==> config.mk <==
export PLATFORM = sky130hd
export DESIGN_NAME = fp_divider_flat
export DESIGN_NICKNAME = d
export VERILOG_FILES = /design/src/verilog/fp_exp_pkg.sv /design/src/verilog/fp_op_if.sv /design/src/verilog/fp_divider.sv /design/src/flat_wrapper.sv
export SDC_FILE = /design/constraint.sdc
export NUM_CORES = 1
export LEC_CHECK = 0
export BUFFER_PORTS_ARGS = -buffer_cell sky130_fd_sc_hd__buf_4
export CAP_MARGIN = 20
export CELL_PAD_IN_SITES_DETAIL_PLACEMENT = 0
export CELL_PAD_IN_SITES_GLOBAL_PLACEMENT = 1
export CORE_ASPECT_RATIO = 0.7
export CORE_MARGIN = 5
export CORE_UTILIZATION = 50
export CTS_CLUSTER_DIAMETER = 40
export CTS_CLUSTER_SIZE = 28
export DETAILED_ROUTE_END_ITERATION = 7
export MAX_ROUTING_LAYER = met4
export PLACE_DENSITY_LB_ADDON = 0.15
export SLEW_MARGIN = 30
export SYNTH_ARGS = -nofsm -noshare
export SYNTH_HDL_FRONTEND = slang
export SYNTH_SLANG_ARGS = --single-unit
==> constraint.sdc <==
create_clock -name clk -period 6.4 [get_ports clk]
set_input_delay 1.28 -clock clk [delete_from_list [all_inputs] [get_ports clk]]
set_output_delay 1.28 -clock clk [all_outputs]
set_load 0.05 [all_outputs]
==> src/verilog/fp_exp_pkg.sv <==
package fp_exp_pkg;

  localparam int exp_width = 11;
  localparam int man_width = 52;
  localparam int exp_bias = 1023;

  typedef logic [63:0] fp_t;

  localparam fp_t fp_one = 64'h3ff0000000000000;

  typedef enum logic [3:0] {
    idle,
    add_term,
    wait_add,
    mul_x,
    wait_mul,
    conv_fact,
    wait_conv,
    div_fact,
    wait_div,
    finish
  } seq_state_t;

  // number of zeros above the leading one, 64 for a zero word.
  function automatic logic [6:0] lead_zeros(input logic [63:0] v);
    logic [6:0] n;
    logic found;
    n = '0;
    found = 1'b0;
    for (int i = 63; i >= 0; i--) begin
      if (v[i]) begin
        found = 1'b1;
      end else if (!found) begin
        n = n + 7'd1;
      end
    end
    return n;
  endfunction

endpackage

==> src/verilog/fp_op_if.sv <==
interface fp_op_if import fp_exp_pkg::*; ();

  fp_t  a;
  fp_t  b;
  logic start;
  fp_t  c;
  logic done;

  modport client (
    output a,
    output b,
    output start,
    input  c,
    input  done
  );

  modport unit (
    input  a,
    input  b,
    input  start,
    output c,
    output done
  );

endinterface

==> src/verilog/fp_divider.sv <==
module fp_divider import fp_exp_pkg::*; (
  input logic clk,
  input logic rst_n,
  fp_op_if.unit op
);

  logic [exp_width-1:0]        exp_a;
  logic [exp_width-1:0]        exp_b;
  logic [man_width:0]          man_a;
  logic [man_width:0]          man_b;

  logic                        busy;
  logic                        pre_norm; // dividend below divisor, shift once first.
  logic [5:0]                  cnt;
  logic                        last_bit;

  logic [man_width+1:0]        rem;
  logic [man_width:0]          divisor;
  logic [man_width-1:0]        quo;
  logic                        q_bit;
  logic [man_width+1:0]        rem_sub;
  logic                        sign_q;
  logic                        zero_q;
  logic signed [exp_width+1:0] exp_q;

  assign exp_a = op.a[man_width +: exp_width];
  assign exp_b = op.b[man_width +: exp_width];
  assign man_a = (exp_a == '0) ? '0 : {1'b1, op.a[man_width-1:0]};
  assign man_b = {1'b1, op.b[man_width-1:0]};

  assign q_bit    = rem >= {1'b0, divisor};
  assign rem_sub  = q_bit ? rem - {1'b0, divisor} : rem;
  assign last_bit = busy && !pre_norm && (cnt == 6'(man_width));

  always_ff @(posedge clk or negedge rst_n) begin
    if (!rst_n) begin
      busy     <= 1'b0;
      pre_norm <= 1'b0;
      cnt      <= '0;
      op.done  <= 1'b0;
    end else begin
      op.done <= 1'b0;
      if (op.start) begin
        busy     <= 1'b1;
        pre_norm <= man_a < man_b;
        cnt      <= '0;
      end else if (busy) begin
        if (pre_norm) begin
          pre_norm <= 1'b0;
        end else if (last_bit) begin
          busy    <= 1'b0;
          op.done <= 1'b1;
        end else begin
          cnt <= cnt + 6'd1;
        end
      end
    end
  end

  always_ff @(posedge clk) begin
    if (op.start) begin
      rem     <= {1'b0, man_a};
      divisor <= man_b;
      sign_q  <= op.a[63] ^ op.b[63];
      zero_q  <= (exp_a == '0);
      exp_q   <= {2'b00, exp_a} - {2'b00, exp_b} + (exp_width+2)'(exp_bias);
    end else if (busy && pre_norm) begin
      rem   <= rem << 1;
      exp_q <= exp_q - 13'sd1;
    end else if (busy) begin
      rem <= rem_sub << 1;
      quo <= {quo[man_width-2:0], q_bit};
      if (last_bit) begin
        // 53 quotient bits, leading one dropped, rest truncated.
        if (zero_q || exp_q <= 0) op.c <= '0;
        else op.c <= {sign_q, exp_q[exp_width-1:0], quo[man_width-2:0], q_bit};
      end
    end
  end

endmodule

==> src/flat_wrapper.sv <==
// flat-port wrapper written by rule: the top's interface ports become plain ports
module fp_divider_flat import fp_exp_pkg::*;
  (clk, rst_n, op_a, op_b, op_start, op_c, op_done);
  fp_op_if op_i ();
  input logic clk;
  input logic rst_n;
  input wire logic [$bits(op_i.a)-1:0] op_a;
  input wire logic [$bits(op_i.b)-1:0] op_b;
  input wire logic [$bits(op_i.start)-1:0] op_start;
  output wire logic [$bits(op_i.c)-1:0] op_c;
  output wire logic [$bits(op_i.done)-1:0] op_done;
  assign op_i.a = op_a;
  assign op_i.b = op_b;
  assign op_i.start = op_start;
  assign op_c = op_i.c;
  assign op_done = op_i.done;
  fp_divider u_core (.clk(clk), .rst_n(rst_n), .op(op_i));
endmodule
# == After elaboration in Yosys (flattened, before gate mapping) ==
# Cells that the tools add are included.
# word_totals
ff_bits,245
in_bits,131
out_inout_bits,65
wordCells,60
# op_classes
add_sub_neg,5
n_lt_le_gt_ge,3
n_eq_ne,3
muxes,21
bitwise_logic,3
n_reduce_logical,13
# op_table
operator,count
$mux W53,3
$mux W54,2
$ge A54 B53 Y1,1
$lt A53 B53 Y1,1
$sub A53 B53 Y53,1
$mux W13,2
$mux W6,4
$add A13 B10 Y13 const B,1
$le A13 B1 Y1 const B,1
$sub A13 B2 Y13 const B,1
$sub A11 B11 Y12,1
$logic_not A11 Y1,1
$mux W1,10
$add A6 B1 Y6 const B,1
$eq A6 B6 Y1 const B,1
$reduce_and A3 Y1,2
$reduce_bool A2 Y1,3
$ne A2 B2 Y1 const B,2
$reduce_and A4 Y1,1
$logic_and A1 B1 Y1,3
$reduce_bool A3 Y1,1
$not A1 Y1,2
$logic_not A1 Y1,1
$logic_or A1 B1 Y1,1
$xor A1 B1 Y1,1

# == Logic depth before layout (Yosys ltp) ==
# Gate-level depths: netlist of the first run.
# depth
depth_word,7
depth_mapped,14
depth_no_buf,13

# == Worst setup path after synthesis of the first run ==
# OpenSTA, ideal clock, no wires.
# synth_timing
path_kind,input to register
startpoint,in op_a[55]
endpoint,reg u_core.pre_norm
setup_time_ns,0.104
t_arrival_ns,3.984
required_ns,6.296
slack_ns,2.312
path_stages,14
path_buffers,1
path_cell_list,nor4_1 -> nand3_1 -> clkbuf_1 -> and2_1 -> ha_1 -> and3_1 -> a221o_1 -> a21oi_1 -> o21ai_0 -> a21oi_1 -> nor2_1 -> a2111oi_0 -> a222oi_1 -> a221oi_1
# synth_via
elab_chain_len,4
# synth_rtl
item,line,text
from (decl),flat_wrapper.sv:7,input wire logic [$bits(op_i.a)-1:0] op_a;
$logic_not A11 Y1,fp_divider.sv:28,"assign man_a = (exp_a == '0) ? '0 : {1'b1, op.a[man_width-1:0]};"
$mux W53,fp_divider.sv:28,
$lt A53 B53 Y1,fp_divider.sv:45,pre_norm <= man_a < man_b;
$mux W1,fp_divider.sv:43,if (op.start) begin
to (signal assigned),fp_divider.sv:45,
to (decl),fp_divider.sv:13,logic pre_norm;
# Every way passes these cells.
# A chain may end at the register's enable or synchronous reset.

# == Worst setup path in the final report of the first run ==
# layout_timing
startpoint,in op_a[53]
endpoint,reg u_core.pre_norm
# The elaborated chain is that of the path after synthesis.

==> results of run 1 <==
[per-stage QoR]
stage / area [sq um] / setup WS (ps) / cells / utilization
floorplan: 15300 / 2310 / 1517 / -
detailed placement: 17100 / 1660 / 2071 / 0.570
global route: 18100 / 1840 / 2123 / 0.603
global placement: 17100 / 1690 / 2071 / 0.570
CTS: 18100 / 2190 / 2123 / 0.603
finish: 18100 / 2130 / 2123 / 0.603
[cell usage in the layout (no fill, tap or decap), drive strengths merged, types with 4 or more instances in the layout]
| cell | count |
|---|---|
| edfxtp | 235 |
| buf | 205 |
| inv | 148 |
| and2 | 122 |
| ha | 118 |
| a21oi | 118 |
| nand2 | 111 |
| o21ai | 92 |
| nor2 | 79 |
| xnor2 | 39 |
| nand4 | 35 |
| xor2 | 34 |
| a21o | 32 |
| clkbuf | 31 |
| nand3 | 25 |
| mux2i | 24 |
| nor3 | 20 |
| nor3b | 18 |
| nand2b | 16 |
| o21a | 15 |
| nor2b | 14 |
| nor4 | 12 |
| a211oi | 12 |
| and3 | 11 |
| or3 | 11 |
| o21bai | 11 |
| dfrtp | 9 |
| a31oi | 8 |
| a21boi | 8 |
| o211ai | 7 |
| o31ai | 7 |
| clkinv | 7 |
| and4 | 6 |
| o31a | 6 |
| o22ai | 6 |
| or2 | 5 |
| a2bb2oi | 5 |
| nand3b | 4 |
| a31o | 4 |
[routing by layer]
layer  up-vias  share of wire  track usage
met4         0          0.019       0.0424
met3        45          0.055       0.0315
met1      5557           0.51        0.342
met5         -              0            -
li1       5818              -            -
met2       322           0.42        0.318
[logic make-up after synthesis]
kind of cell    Yosys count  share of synthesized area
simple gates            494                      0.170
compound gates          356                      0.144
flops                   245                      0.476
buf+inv                 202                     0.0513
fa+ha+maj               120                     0.0989
xor+xnor                 73                     0.0417
mux                      27                     0.0179
[cells in the mapped netlist, drive strengths merged (3+ instances only)]
library cell	count
o31ai	7
o21a	15
or2	5
xnor2	39
a21boi	8
mux2i	24
nand3b	4
nor2	79
inv	138
a31o	4
nand2	111
nand4	35
nor4	12
a31oi	8
nand2b	16
edfxtp	235
o211ai	7
and2	122
nand3	25
and4	6
a2bb2oi	5
o21ai	92
and3	11
ha	118
or4	3
a21o	32
buf	12
nor2b	14
o31a	6
clkbuf	51
a21oi	118
nor3	20
or3	11
a211oi	12
nor3b	18
mux2	3
xor2	34
dfrtp	9
o22ai	6
o21bai	11
[final timing paths]
kind / cells past startpoint / startpoint / to
max: 15 / op_a[53] / u_core.pre_norm
min: 0 / u_core.quo[0] / u_core.quo[1]
max reg2reg: 9 / u_core.rem[18] / u_core.rem[4]
min reg2reg: 0 / u_core.quo[0] / u_core.quo[1]
max in group asynchronous: 1 / rst_n / u_core.cnt[0]
min in group asynchronous: 1 / rst_n / u_core.op.done
[registers in the layout, indices dropped and copies added (netlist names), 6 cells and up]
| register | count |
|---|---|
| u_core.divisor | 52 |
| u_core.exp_q | 13 |
| u_core.op.c | 64 |
| u_core.cnt | 6 |
| u_core.rem | 54 |
| u_core.quo | 51 |
[where the power goes]
| group | switching (uW) | leakage [uW] | internal, uW |
|---|---|---|---|
| combinational | 1450 | 0.00475 | 981 |
| clock | 727 | 0.000474 | 950 |
| sequential | 116 | 0.00242 | 2030 |
[worst max-delay path, stage by stage]
cell and delay (ps):
buf_4 130, nor4_1 380, nand3_2 90, buf_4 300, and2_1 260, ha_1 290
and3_1 200, a221o_1 350, a21oi_1 140, o21ai_0 80, a21oi_1 310, nor2_1 60
a2111oi_0 420, a222oi_1 150, a221oi_1 240
[layout make-up]
class                           instances  area, sq um  area share
Clock buffer                           31          733      0.0404
Clock inverter                         21          259      0.0143
Inverter                              139          524      0.0289
Multi-Input combinational cell       1070         7260       0.400
Sequential cell                       245         7300       0.403
Tap cell                              412          515      0.0284
Timing Repair Buffer                  205         1540      0.0850
==> load_flow_metrics.sql, run 1 <==
INSERT INTO impl_metrics (metric_group, metric, value, unit) VALUES
('clocking', 'tritoncts', 'yes', ''),
('worst_setup_path', 'start_to_end_type_of_the_worst_setup_path', 'in -> reg', ''),
('synthesis', 'postSynthAreaPerCell', '10.1', 'sq um'),
('drt', 'drtIter0Drc', '935', ''),
('global_routing', 'remaining_global_route_overflow', '0', ''),
('global_routing', 'grt_start_max_net_pins', '68', ''),
('cells_and_area', 'antenna_diode_count', '0', ''),
('synthesis', 'yosysWarnings', '0', ''),
('sta', 'hold_viol', '0', ''),
('cells_and_area', 'drive_above_1_share', '0.160', ''),
('clocking', 'post_cts_setup_buffers', '0', ''),
('power_and_ir_drop', 'irDropWorstVdd', '218', 'uV'),
('place', 'post-dp-hpwl', '28200', 'um'),
('worst_setup_path', 'timing.critical_path.to_type', 'flip-flop', ''),
('synthesis', 'post_synthesis_cells', '1517', ''),
('synthesis', 'yosys_most_used_dff', 'edfxtp_1', ''),
('floorplanning', 'num_io_pins', '196', ''),
('clocking', 'post_cts_resize_count', '0', ''),
('place', 'port_buffers', '195', ''),
('sta', 'worst_pin_slew', '847', 'ps'),
('sta', 'tns', '0', 'ps'),
('cells_and_area', 'synthToLayoutAreaGrowth', '18.3', '%'),
('clocking', 'cts_buffer_depth', '3', ''),
('worst_setup_path', 'reg2reg_slack', '2550', 'ps'),
('global_routing', 'grt_pass1_vias', '11200', ''),
('clocking', 'cts_hold_buf', '0', ''),
('sta', 'timing.final.crit_period', '4270', 'ps'),
('floorplanning', 'rows', '53', ''),
('sta', 'timing_max_transition_violations_final', '0', ''),
('synthesis', 'postSynthNetCount', '1768', ''),
('worst_setup_path', 'cp-start-kind', 'primary input', ''),
('clocking', 'clock_tree.htree_level_count', '1', ''),
('outcome', 'outcome', 'finished, final reports clean', ''),
('sta', 'post-route-period-util', '0.667', ''),
('power_and_ir_drop', 'totalPowerFinal', '6250', 'uW'),
('synthesis', 'yosysTopAreaCellShare', '0.460', ''),
('drt', 'routed_wirelength', '37900', 'um'),
('power_and_ir_drop', 'powerDensity', '345', 'mW/mm^2'),
('synthesis', 'synth_enable_flop_cells', '235', ''),
('synthesis', 'ys_seq_area_frac', '0.476', ''),
('drt', 'drtPass1Iterations', '5', ''),
('worst_setup_path', 'cp_max_fo', '55', ''),
('drt', 'detail_route.drc_violations', '0', ''),
('job', 'drv_cap', '0', ''),
('drt', 'routed_via_density', '5.53', ''),
('floorplanning', 'initial_core_util', '0.509', ''),
('global_routing', 'grt.total_usage', '0.223', ''),
('sta', 'holdWs', '431', 'ps'),
('sta', 'clock_skew', '18.7', 'ps'),
('sta', 'setup_viol', '0', ''),
('floorplanning', 'die_area', '0.0343', 'sq mm'),
('floorplanning', 'fp.dieW', '219', 'um'),
('sta', 'slew_headroom', '0.436', ''),
('drt', 'routed-via-count', '11700', ''),
('clocking', 'cts_num_sinks', '245', ''),
('synthesis', 'synthesized_flop_and_latch_total', '245', ''),
('synthesis', 'synth_cell_types', '73', ''),
('drt', 'final_antenna_net_count', '0', ''),
('cells_and_area', 'fillers', '2609', ''),
('sta', 'grt_setup_unrepaired', 'no', ''),
('clocking', 'clk_latency', '560', 'ps'),
('min_path', 'min-delay-path-class', 'reg -> reg', ''),
('floorplanning', 'floorplan.core_area', '0.0301', 'sq mm'),
('clocking', 'path_clk_slew', '80', 'ps'),
('synthesis', 'synthTopCellsByArea', 'edfxtp_1 46%, ha_1 9.6%, and2_1 5.0%', ''),
('power_and_ir_drop', 'cellLeakagePower', '0.00765', 'uW'),
('synthesis', 'top_cell_type_by_total_area_after_synthesis', 'edfxtp_1', ''),
('clocking', 'cts-buffers-inserted', '28', ''),
('floorplanning', 'chipHeight', '157', 'um'),
('worst_setup_path', 'timing.critical_path.arrival', '4710', 'ps'),
('clocking', 'clockRootBuffer', 'clkbuf_16', ''),
('synthesis', 'synth_area', '0.0153', 'sq mm'),
('sta', 'fmax', '234', 'MHz'),
('cells_and_area', 'design.final.nets', '1940', ''),
('synthesis', 'async_flop_share', '0.0367', ''),
('place', 'gp_congestion', '0.894', ''),
('global_routing', 'grt_antenna_before_repair', '0', ''),
('global_routing', 'grt_first_pass_wirelength', '60200', 'um'),
('worst_setup_path', 'crit_required', '6840', 'ps'),
('drt', 'drt-wirelength-per-cell', '17.9', 'um');
Power figures use the tool's default switching activity.
==> inputs of run 2 (changes only) <==
--- a/config.mk
+++ b/config.mk
@@ -11,7 +11,7 @@
 export CELL_PAD_IN_SITES_GLOBAL_PLACEMENT = 1
 export CORE_ASPECT_RATIO = 0.7
 export CORE_MARGIN = 5
-export CORE_UTILIZATION = 50
+export CORE_UTILIZATION = 42
 export CTS_CLUSTER_DIAMETER = 40
 export CTS_CLUSTER_SIZE = 28
 export DETAILED_ROUTE_END_ITERATION = 7
==> constraint.sdc (replaced) <==
create_clock -name clk -period 3.7 [get_ports clk]
set_input_delay 0.74 -clock clk [delete_from_list [all_inputs] [get_ports clk]]
set_output_delay 0.74 -clock clk [all_outputs]
set_load 0.05 [all_outputs]
==> run 2 against run 1 <==
- final cell count rose by 7.4%
- register-to-register slack lost 2400 ps
- wire length is 6.4% higher
- sequential share of layout area fell by 2.0 points
- die area up 18%
- power increased by 84%
- worst setup slack worse by 1900 ps
- utilization decreased by 7.3 points
- critical path type is now reg -> reg
- critical endpoint is now u_core.rem[36]
- largest cell class unchanged
- highest routed layer unchanged
==> load_flow_metrics.sql, run 2 (synthesis results as in run 1) <==
INSERT INTO impl_metrics (metric_group, metric, value, unit) VALUES
('outcome', 'outcome', 'finished, final reports clean', ''),
('clocking', 'tritoncts', 'yes', ''),
('clocking', 'clock_tree.htree_level_count', '2', ''),
('drt', 'drtPass1Iterations', '5', ''),
('drt', 'drt-wirelength-per-cell', '17.7', 'um'),
('worst_setup_path', 'timing.critical_path.arrival', '3880', 'ps'),
('worst_setup_path', 'r2r.worst_path.cells', '11', ''),
('cells_and_area', 'antenna_diode_count', '0', ''),
('global_routing', 'grt.total_usage', '0.203', ''),
('clocking', 'cts-buffers-inserted', '35', ''),
('floorplanning', 'floorplan.core_area', '0.0360', 'sq mm'),
('drt', 'routed-via-count', '11900', ''),
('sta', 'slew_headroom', '0.553', ''),
('worst_setup_path', 'critical_path.reg2reg.endpoint', 'u_core.rem[36]', ''),
('place', 'port_buffers', '195', ''),
('cells_and_area', 'top_register', 'u_core.op.c', ''),
('worst_setup_path', 'cp_max_fo', '5', ''),
('cells_and_area', 'fillers', '3335', ''),
('global_routing', 'grt_first_pass_wirelength', '64400', 'um'),
('sta', 'timing.final.crit_period', '3500', 'ps'),
('min_path', 'min-delay-path-class', 'in -> reg', ''),
('global_routing', 'remaining_global_route_overflow', '0', ''),
('cells_and_area', 'most_frequent_cells_in_the_layout', '273 x buf_4, 235 x edfxtp_1, 135 x inv_1, 122 x and2_1, 118 x ha_1', ''),
('worst_setup_path', 'worst_r2r_startpoint', 'u_core.divisor[0]', ''),
('cells_and_area', 'design.final.nets', '2025', ''),
('drt', 'drtIter0Drc', '810', ''),
('cells_and_area', 'sequential_cell_area', '0.00730', 'sq mm'),
('drt', 'detail_route.drc_violations', '0', ''),
('cells_and_area', 'drive_above_1_share', '0.201', ''),
('drt', 'routed_via_density', '5.22', ''),
('worst_setup_path', 'start_to_end_type_of_the_worst_setup_path', 'reg -> reg', ''),
('clocking', 'cts_num_sinks', '245', ''),
('worst_setup_path', 'critPathCapture', 'u_core.rem[36]', ''),
('place', 'place_ws', '-467', 'ps'),
('floorplanning', 'chipHeight', '170', 'um'),
('worst_setup_path', 'startpoint', 'u_core.divisor[0]', ''),
('sta', 'hold_viol', '0', ''),
('worst_setup_path', 'reg2reg_slack', '200', 'ps'),
('sta', 'post-route-period-util', '0.946', ''),
('sta', 'worst_pin_slew', '670', 'ps'),
('place', 'post-dp-hpwl', '30900', 'um'),
('drt', 'routed_wirelength', '40300', 'um'),
('global_routing', 'grt_pass1_vias', '11800', ''),
('sta', 'fin_ws', '200', 'ps'),
('floorplanning', 'rows', '58', ''),
('job', 'drv_cap', '0', ''),
('floorplanning', 'initial_core_util', '0.426', ''),
('worst_setup_path', 'cp-start-kind', 'flip-flop', ''),
('place', 'gp_congestion', '0.896', ''),
('floorplanning', 'fp.dieW', '238', 'um'),
('sta', 'clock_skew', '34.8', 'ps'),
('sta', 'setup_viol', '0', ''),
('worst_setup_path', 'timing.critical_path.to_type', 'flip-flop', ''),
('global_routing', 'grt_start_max_net_pins', '106', ''),
('power_and_ir_drop', 'cellLeakagePower', '0.00814', 'uW'),
('floorplanning', 'die_area', '0.0405', 'sq mm'),
('cells_and_area', 'largest_register_ff_count', '64', ''),
('worst_setup_path', 'crit_required', '4080', 'ps'),
('clocking', 'path_clk_slew', '80', 'ps'),
('cells_and_area', 'top_flop_regs', 'u_core.op.c (64), u_core.rem (54), u_core.divisor (52)', ''),
('min_path', 'hold_start', 'op_b[46]', ''),
('sta', 'fmax', '286', 'MHz'),
('clocking', 'cts_buffer_depth', '3', ''),
('global_routing', 'grt_antenna_before_repair', '0', ''),
('drt', 'final_antenna_net_count', '0', ''),
('clocking', 'clockRootBuffer', 'clkbuf_16', ''),
('floorplanning', 'num_io_pins', '196', ''),
('power_and_ir_drop', 'irDropWorstVdd', '297', 'uV'),
('cells_and_area', 'synthToLayoutAreaGrowth', '24.4', '%'),
('clocking', 'clk_latency', '540', 'ps'),
('cells_and_area', 'multi_input_area', '0.00729', 'sq mm'),
('sta', 'holdWs', '383', 'ps'),
('power_and_ir_drop', 'powerDensity', '602', 'mW/mm^2'),
('sta', 'grt_setup_unrepaired', 'no', ''),
('sta', 'timing_max_transition_violations_final', '0', ''),
('cells_and_area', 'leading_cell_type_in_the_layout_fill_and_taps_excluded', 'buf_4', '');
==> run 2: per-stage QoR <==
step,cells,TNS [ps],utilization,area [sq um],power [uW]
final,2280,0,0.530,19100,11500
after global routing,2280,0,0.530,19100,12200
after CTS,2280,0,0.529,19000,11500
after detailed placement,2216,-467,0.498,17900,8240
after global placement,2216,-419,0.498,17900,8220
after floorplan,1517,0,-,15300,6810
==> run 2: layer usage <==
metal	track usage	share of wire
met1	0.306	0.51
met5	-	0
met3	0.0308	0.050
met4	0.0411	0.014
met2	0.292	0.42
==> run 2: what timing repair did <==
item / 4_1_cts / 5_1_grt
setup buffers: 0 / 0
setup endpoints to repair: 0 / 29
hold endpoints to repair: 4 / 0
gates resized for setup: 0 / 5
hold buffers: 1 / 0
==> run 2: critical path, stage by stage, from the launching register on <==
cell,delay [ps]
edfxtp_1,390
ha_1,250
fa_1,410
nor2b_1,180
o31a_1,190
o21ai_1,170
a21boi_1,280
o21ai_1,160
a32oi_4,410
nand2_1,300
nor3_1,440
a311o_1,180
==> run 2: cell type report <==
type	instances	share of cell area
Sequential cell	245	0.383
Inverter	139	0.0274
Tap cell	480	0.0315
Clock buffer	36	0.0461
Multi-Input combinational cell	1070	0.382
Clock inverter	27	0.0131
Timing Repair Buffer	283	0.117
==> run 2: how the worst min path moves through the flow <==
stage	slack, ps	cells past startpoint	end
after floorplan	420	0	u_core.quo[10]
after global placement	420	0	u_core.quo[1]
after detailed placement	420	0	u_core.quo[40]
after CTS	350	1	u_core.divisor[45]
after global routing	360	1	u_core.divisor[45]
final	380	1	u_core.divisor[46]
==> run 2: where the power goes <==
part	switching (uW)	internal, uW	leakage (uW)
registers	195	3510	0.00242
clock network	1350	1870	0.000546
logic	2600	1960	0.00517
total	4150	7340	0.00814
==> inputs of run 3 (changes only) <==
--- a/config.mk
+++ b/config.mk
@@ -11,7 +11,8 @@
 export CELL_PAD_IN_SITES_GLOBAL_PLACEMENT = 1
 export CORE_ASPECT_RATIO = 0.7
 export CORE_MARGIN = 5
-export CORE_UTILIZATION = 42
+export CORE_UTILIZATION = 43
+export CTS_BUF_LIST = sky130_fd_sc_hd__clkbuf_8
 export CTS_CLUSTER_DIAMETER = 40
 export CTS_CLUSTER_SIZE = 28
 export DETAILED_ROUTE_END_ITERATION = 7
==> constraint.sdc (replaced) <==
create_clock -name clk -period 3.7 [get_ports clk]
set_input_delay 0.37 -clock clk [delete_from_list [all_inputs] [get_ports clk]]
set_output_delay 0.37 -clock clk [all_outputs]
set_load 0.05 [all_outputs]
==> run 3 against run 2 <==
- die area down 2.2%
- clock skew shrank 1.1 ps
- power shrank 9.1%
- critical path type unchanged
- critical endpoint is now u_core.rem[2]
- largest cell class unchanged
- highest routed layer unchanged
==> load_flow_metrics.sql, run 3 (synthesis results as in run 1) <==
INSERT INTO impl_metrics (metric_group, metric, value, unit) VALUES
('clocking', 'cts-buffers-inserted', '30', ''),
('power_and_ir_drop', 'powerDensity', '555', 'mW/mm^2'),
('worst_setup_path', 'cp-start-kind', 'flip-flop', ''),
('worst_setup_path', 'timing.critical_path.to_type', 'flip-flop', ''),
('job', 'drv_cap', '0', ''),
('sta', 'setup_viol', '0', ''),
('clocking', 'path_clk_slew', '100', 'ps'),
('drt', 'routed_wirelength', '40400', 'um'),
('sta', 'clock_skew', '33.7', 'ps'),
('sta', 'slew_headroom', '0.519', ''),
('place', 'dpl_cell_area', '0.0175', 'sq mm'),
('drt', 'routed-via-count', '12100', ''),
('global_routing', 'grt_antenna_before_repair', '1', ''),
('floorplanning', 'fp.dieW', '236', 'um'),
('floorplanning', 'die_area', '0.0396', 'sq mm'),
('outcome', 'outcome', 'finished, final reports clean', ''),
('worst_setup_path', 'crit_required', '4070', 'ps'),
('power_and_ir_drop', 'irDropWorstVdd', '250', 'uV'),
('sta', 'timing.final.crit_period', '3450', 'ps'),
('cells_and_area', 'top_register', 'u_core.op.c', ''),
('clocking', 'clockRootBuffer', 'clkbuf_8', ''),
('drt', 'drtIter0Drc', '856', ''),
('floorplanning', 'floorplan.core_area', '0.0349', 'sq mm'),
('cells_and_area', 'most_frequent_cells_in_the_layout', '236 x buf_4, 235 x edfxtp_1, 135 x inv_1, 122 x and2_1, 118 x ha_1', ''),
('drt', 'drt-wirelength-per-cell', '17.7', 'um'),
('cells_and_area', 'largest_register_ff_count', '64', ''),
('drt', 'm1WireLength', '20700', 'um'),
('worst_setup_path', 'worstPathCellList', 'ha_1 > and4_1 > nand2_1 > or3_1 > o31a_1 > a32oi_4 > buf_4 > mux2i_1 > mux2_2', ''),
('drt', 'drtPass1Iterations', '5', ''),
('place', 'gp_congestion', '0.912', ''),
('clocking', 'post_cts_setup_buffers', '0', ''),
('global_routing', 'grt.total_usage', '0.203', ''),
('min_path', 'min-delay-path-class', 'in -> reg', ''),
('cells_and_area', 'drive_above_1_share', '0.176', ''),
('worst_setup_path', 'timing.critical_path.arrival', '3810', 'ps'),
('cells_and_area', 'top_flop_regs', 'u_core.op.c (64), u_core.rem (54), u_core.divisor (52)', ''),
('worst_setup_path', 'cp_max_fo', '16', ''),
('worst_setup_path', 'start_to_end_type_of_the_worst_setup_path', 'reg -> reg', ''),
('cells_and_area', 'fin_area', '0.0188', 'sq mm'),
('clocking', 'cts_buffer_depth', '3', ''),
('floorplanning', 'num_io_pins', '196', ''),
('floorplanning', 'initial_core_util', '0.439', ''),
('floorplanning', 'chipHeight', '168', 'um'),
('cells_and_area', 'design.final.nets', '2031', ''),
('worst_setup_path', 'critical_path.slowest_cell', 'ha_1', ''),
('cells_and_area', 'leading_cell_type_in_the_layout_fill_and_taps_excluded', 'buf_4', ''),
('power_and_ir_drop', 'cellLeakagePower', '0.00795', 'uW'),
('floorplanning', 'rows', '57', ''),
('clocking', 'clock_tree.htree_level_count', '1', ''),
('sta', 'post-route-period-util', '0.931', ''),
('cells_and_area', 'antenna_diode_count', '0', ''),
('sta', 'timing_max_transition_violations_final', '0', ''),
('sta', 'hold_viol', '0', ''),
('global_routing', 'grt_first_pass_wirelength', '64200', 'um'),
('drt', 'routed-wl-met2', '16700', 'um'),
('clocking', 'clk_latency', '620', 'ps'),
('cells_and_area', 'synthToLayoutAreaGrowth', '22.7', '%'),
('sta', 'worst_pin_slew', '713', 'ps'),
('cells_and_area', 'postLayoutCoreUtil', '0.538', ''),
('place', 'port_buffers', '195', ''),
('sta', 'fmax', '290', 'MHz'),
('clocking', 'tritoncts', 'yes', ''),
('drt', 'routed_via_density', '5.31', ''),
('worst_setup_path', 'slowest_delay', '500', 'ps'),
('place', 'post-dp-hpwl', '30700', 'um'),
('global_routing', 'grt_start_max_net_pins', '138', ''),
('drt', 'final_antenna_net_count', '0', ''),
('sta', 'tns', '0', 'ps'),
('sta', 'grt_setup_unrepaired', 'no', ''),
('clocking', 'cts_num_sinks', '245', ''),
('global_routing', 'grt_pass1_vias', '11800', ''),
('drt', 'met3_length', '2120', 'um'),
('global_routing', 'remaining_global_route_overflow', '0', ''),
('drt', 'maxUsedRoutingLayer', 'met4', ''),
('drt', 'detail_route.drc_violations', '0', '');
[run 3: cell types whose count changed in the layout (fill, tap and decap cells not counted), sizes merged]
| cell | before | now |
|---|---|---|
| clkinv | 13 | 11 |
| bufinv | 1 | 0 |
| dlygate4sd3 | 1 | 53 |
| inv | 149 | 153 |
| clkbuf | 36 | 31 |
| buf | 282 | 241 |
| clkinvlp | 3 | 0 |
[run 3: area by class of cell]
class                      instances  area (sq um)
fill                            3204         16100
clock inverter                    25           300
timing repair buffer             294          2390
sequential                       245          7300
inverter                         139           524
clock buffer                      31           427
tap                              472           591
multi-input combinational       1070          7280
[run 3: worst paths after layout]
kind | endpoint | cells after the start | start | slack (ps)
setup / recovery | u_core.rem[2] | 9 | u_core.rem[39] | 250
hold / removal | u_core.sign_q | 2 | op_a[63] | 50
setup reg to reg | u_core.rem[2] | 9 | u_core.rem[39] | 250
hold reg to reg | u_core.quo[4] | 0 | u_core.quo[3] | 440
max in group asynchronous | u_core.pre_norm | 2 | rst_n | 3410
min in group asynchronous | u_core.op.done | 2 | rst_n | 130
[run 3: per-stage QoR]
stage / hold slack (ps) / power (uW) / instances / worst slack, ps
finish: 53.3 / 10400 / 2276 / 253
global route: 18.8 / 11100 / 2276 / 24.6
CTS: 3.84 / 10500 / 2276 / 258
detailed placement: 206 / 8130 / 2167 / 7.01
global placement: 204 / 8100 / 2167 / 43.6
floorplan: 74.4 / 6810 / 1517 / 522
[run 3: power by group]
group | leakage (uW) | internal [uW] | total [uW] | switching, uW
Combinational | 0.00516 | 1900 | 4480 | 2580
Sequential | 0.00242 | 3510 | 3710 | 204
Clock | 0.000367 | 937 | 2250 | 1310
[run 3: per-layer routing]
| metal | track usage | vias up |
|---|---|---|
| li1 | - | 5991 |
| met1 | 0.309 | 5742 |
| met5 | - | - |
| met2 | 0.290 | 294 |
| met3 | 0.0285 | 52 |
| met4 | 0.0416 | 0 |
[run 3: critical path, delay by kind of cell, from the launching register on]
| kind | cells | cell delay [ps] |
|---|---|---|
| buffers and inverters | 1 | 330 |
| adders and majority gates | 1 | 500 |
| and+or+nand+nor | 3 | 780 |
| DFF | 1 | 400 |
| AOI/OAI and AO/OA | 2 | 790 |
| muxes | 2 | 390 |
[run 3: what timing repair did]
action	CTS	global route
hold endpoints to repair	61	0
endpoints found under the setup margin	0	7
resized for setup	0	2
hold buffers	53	0
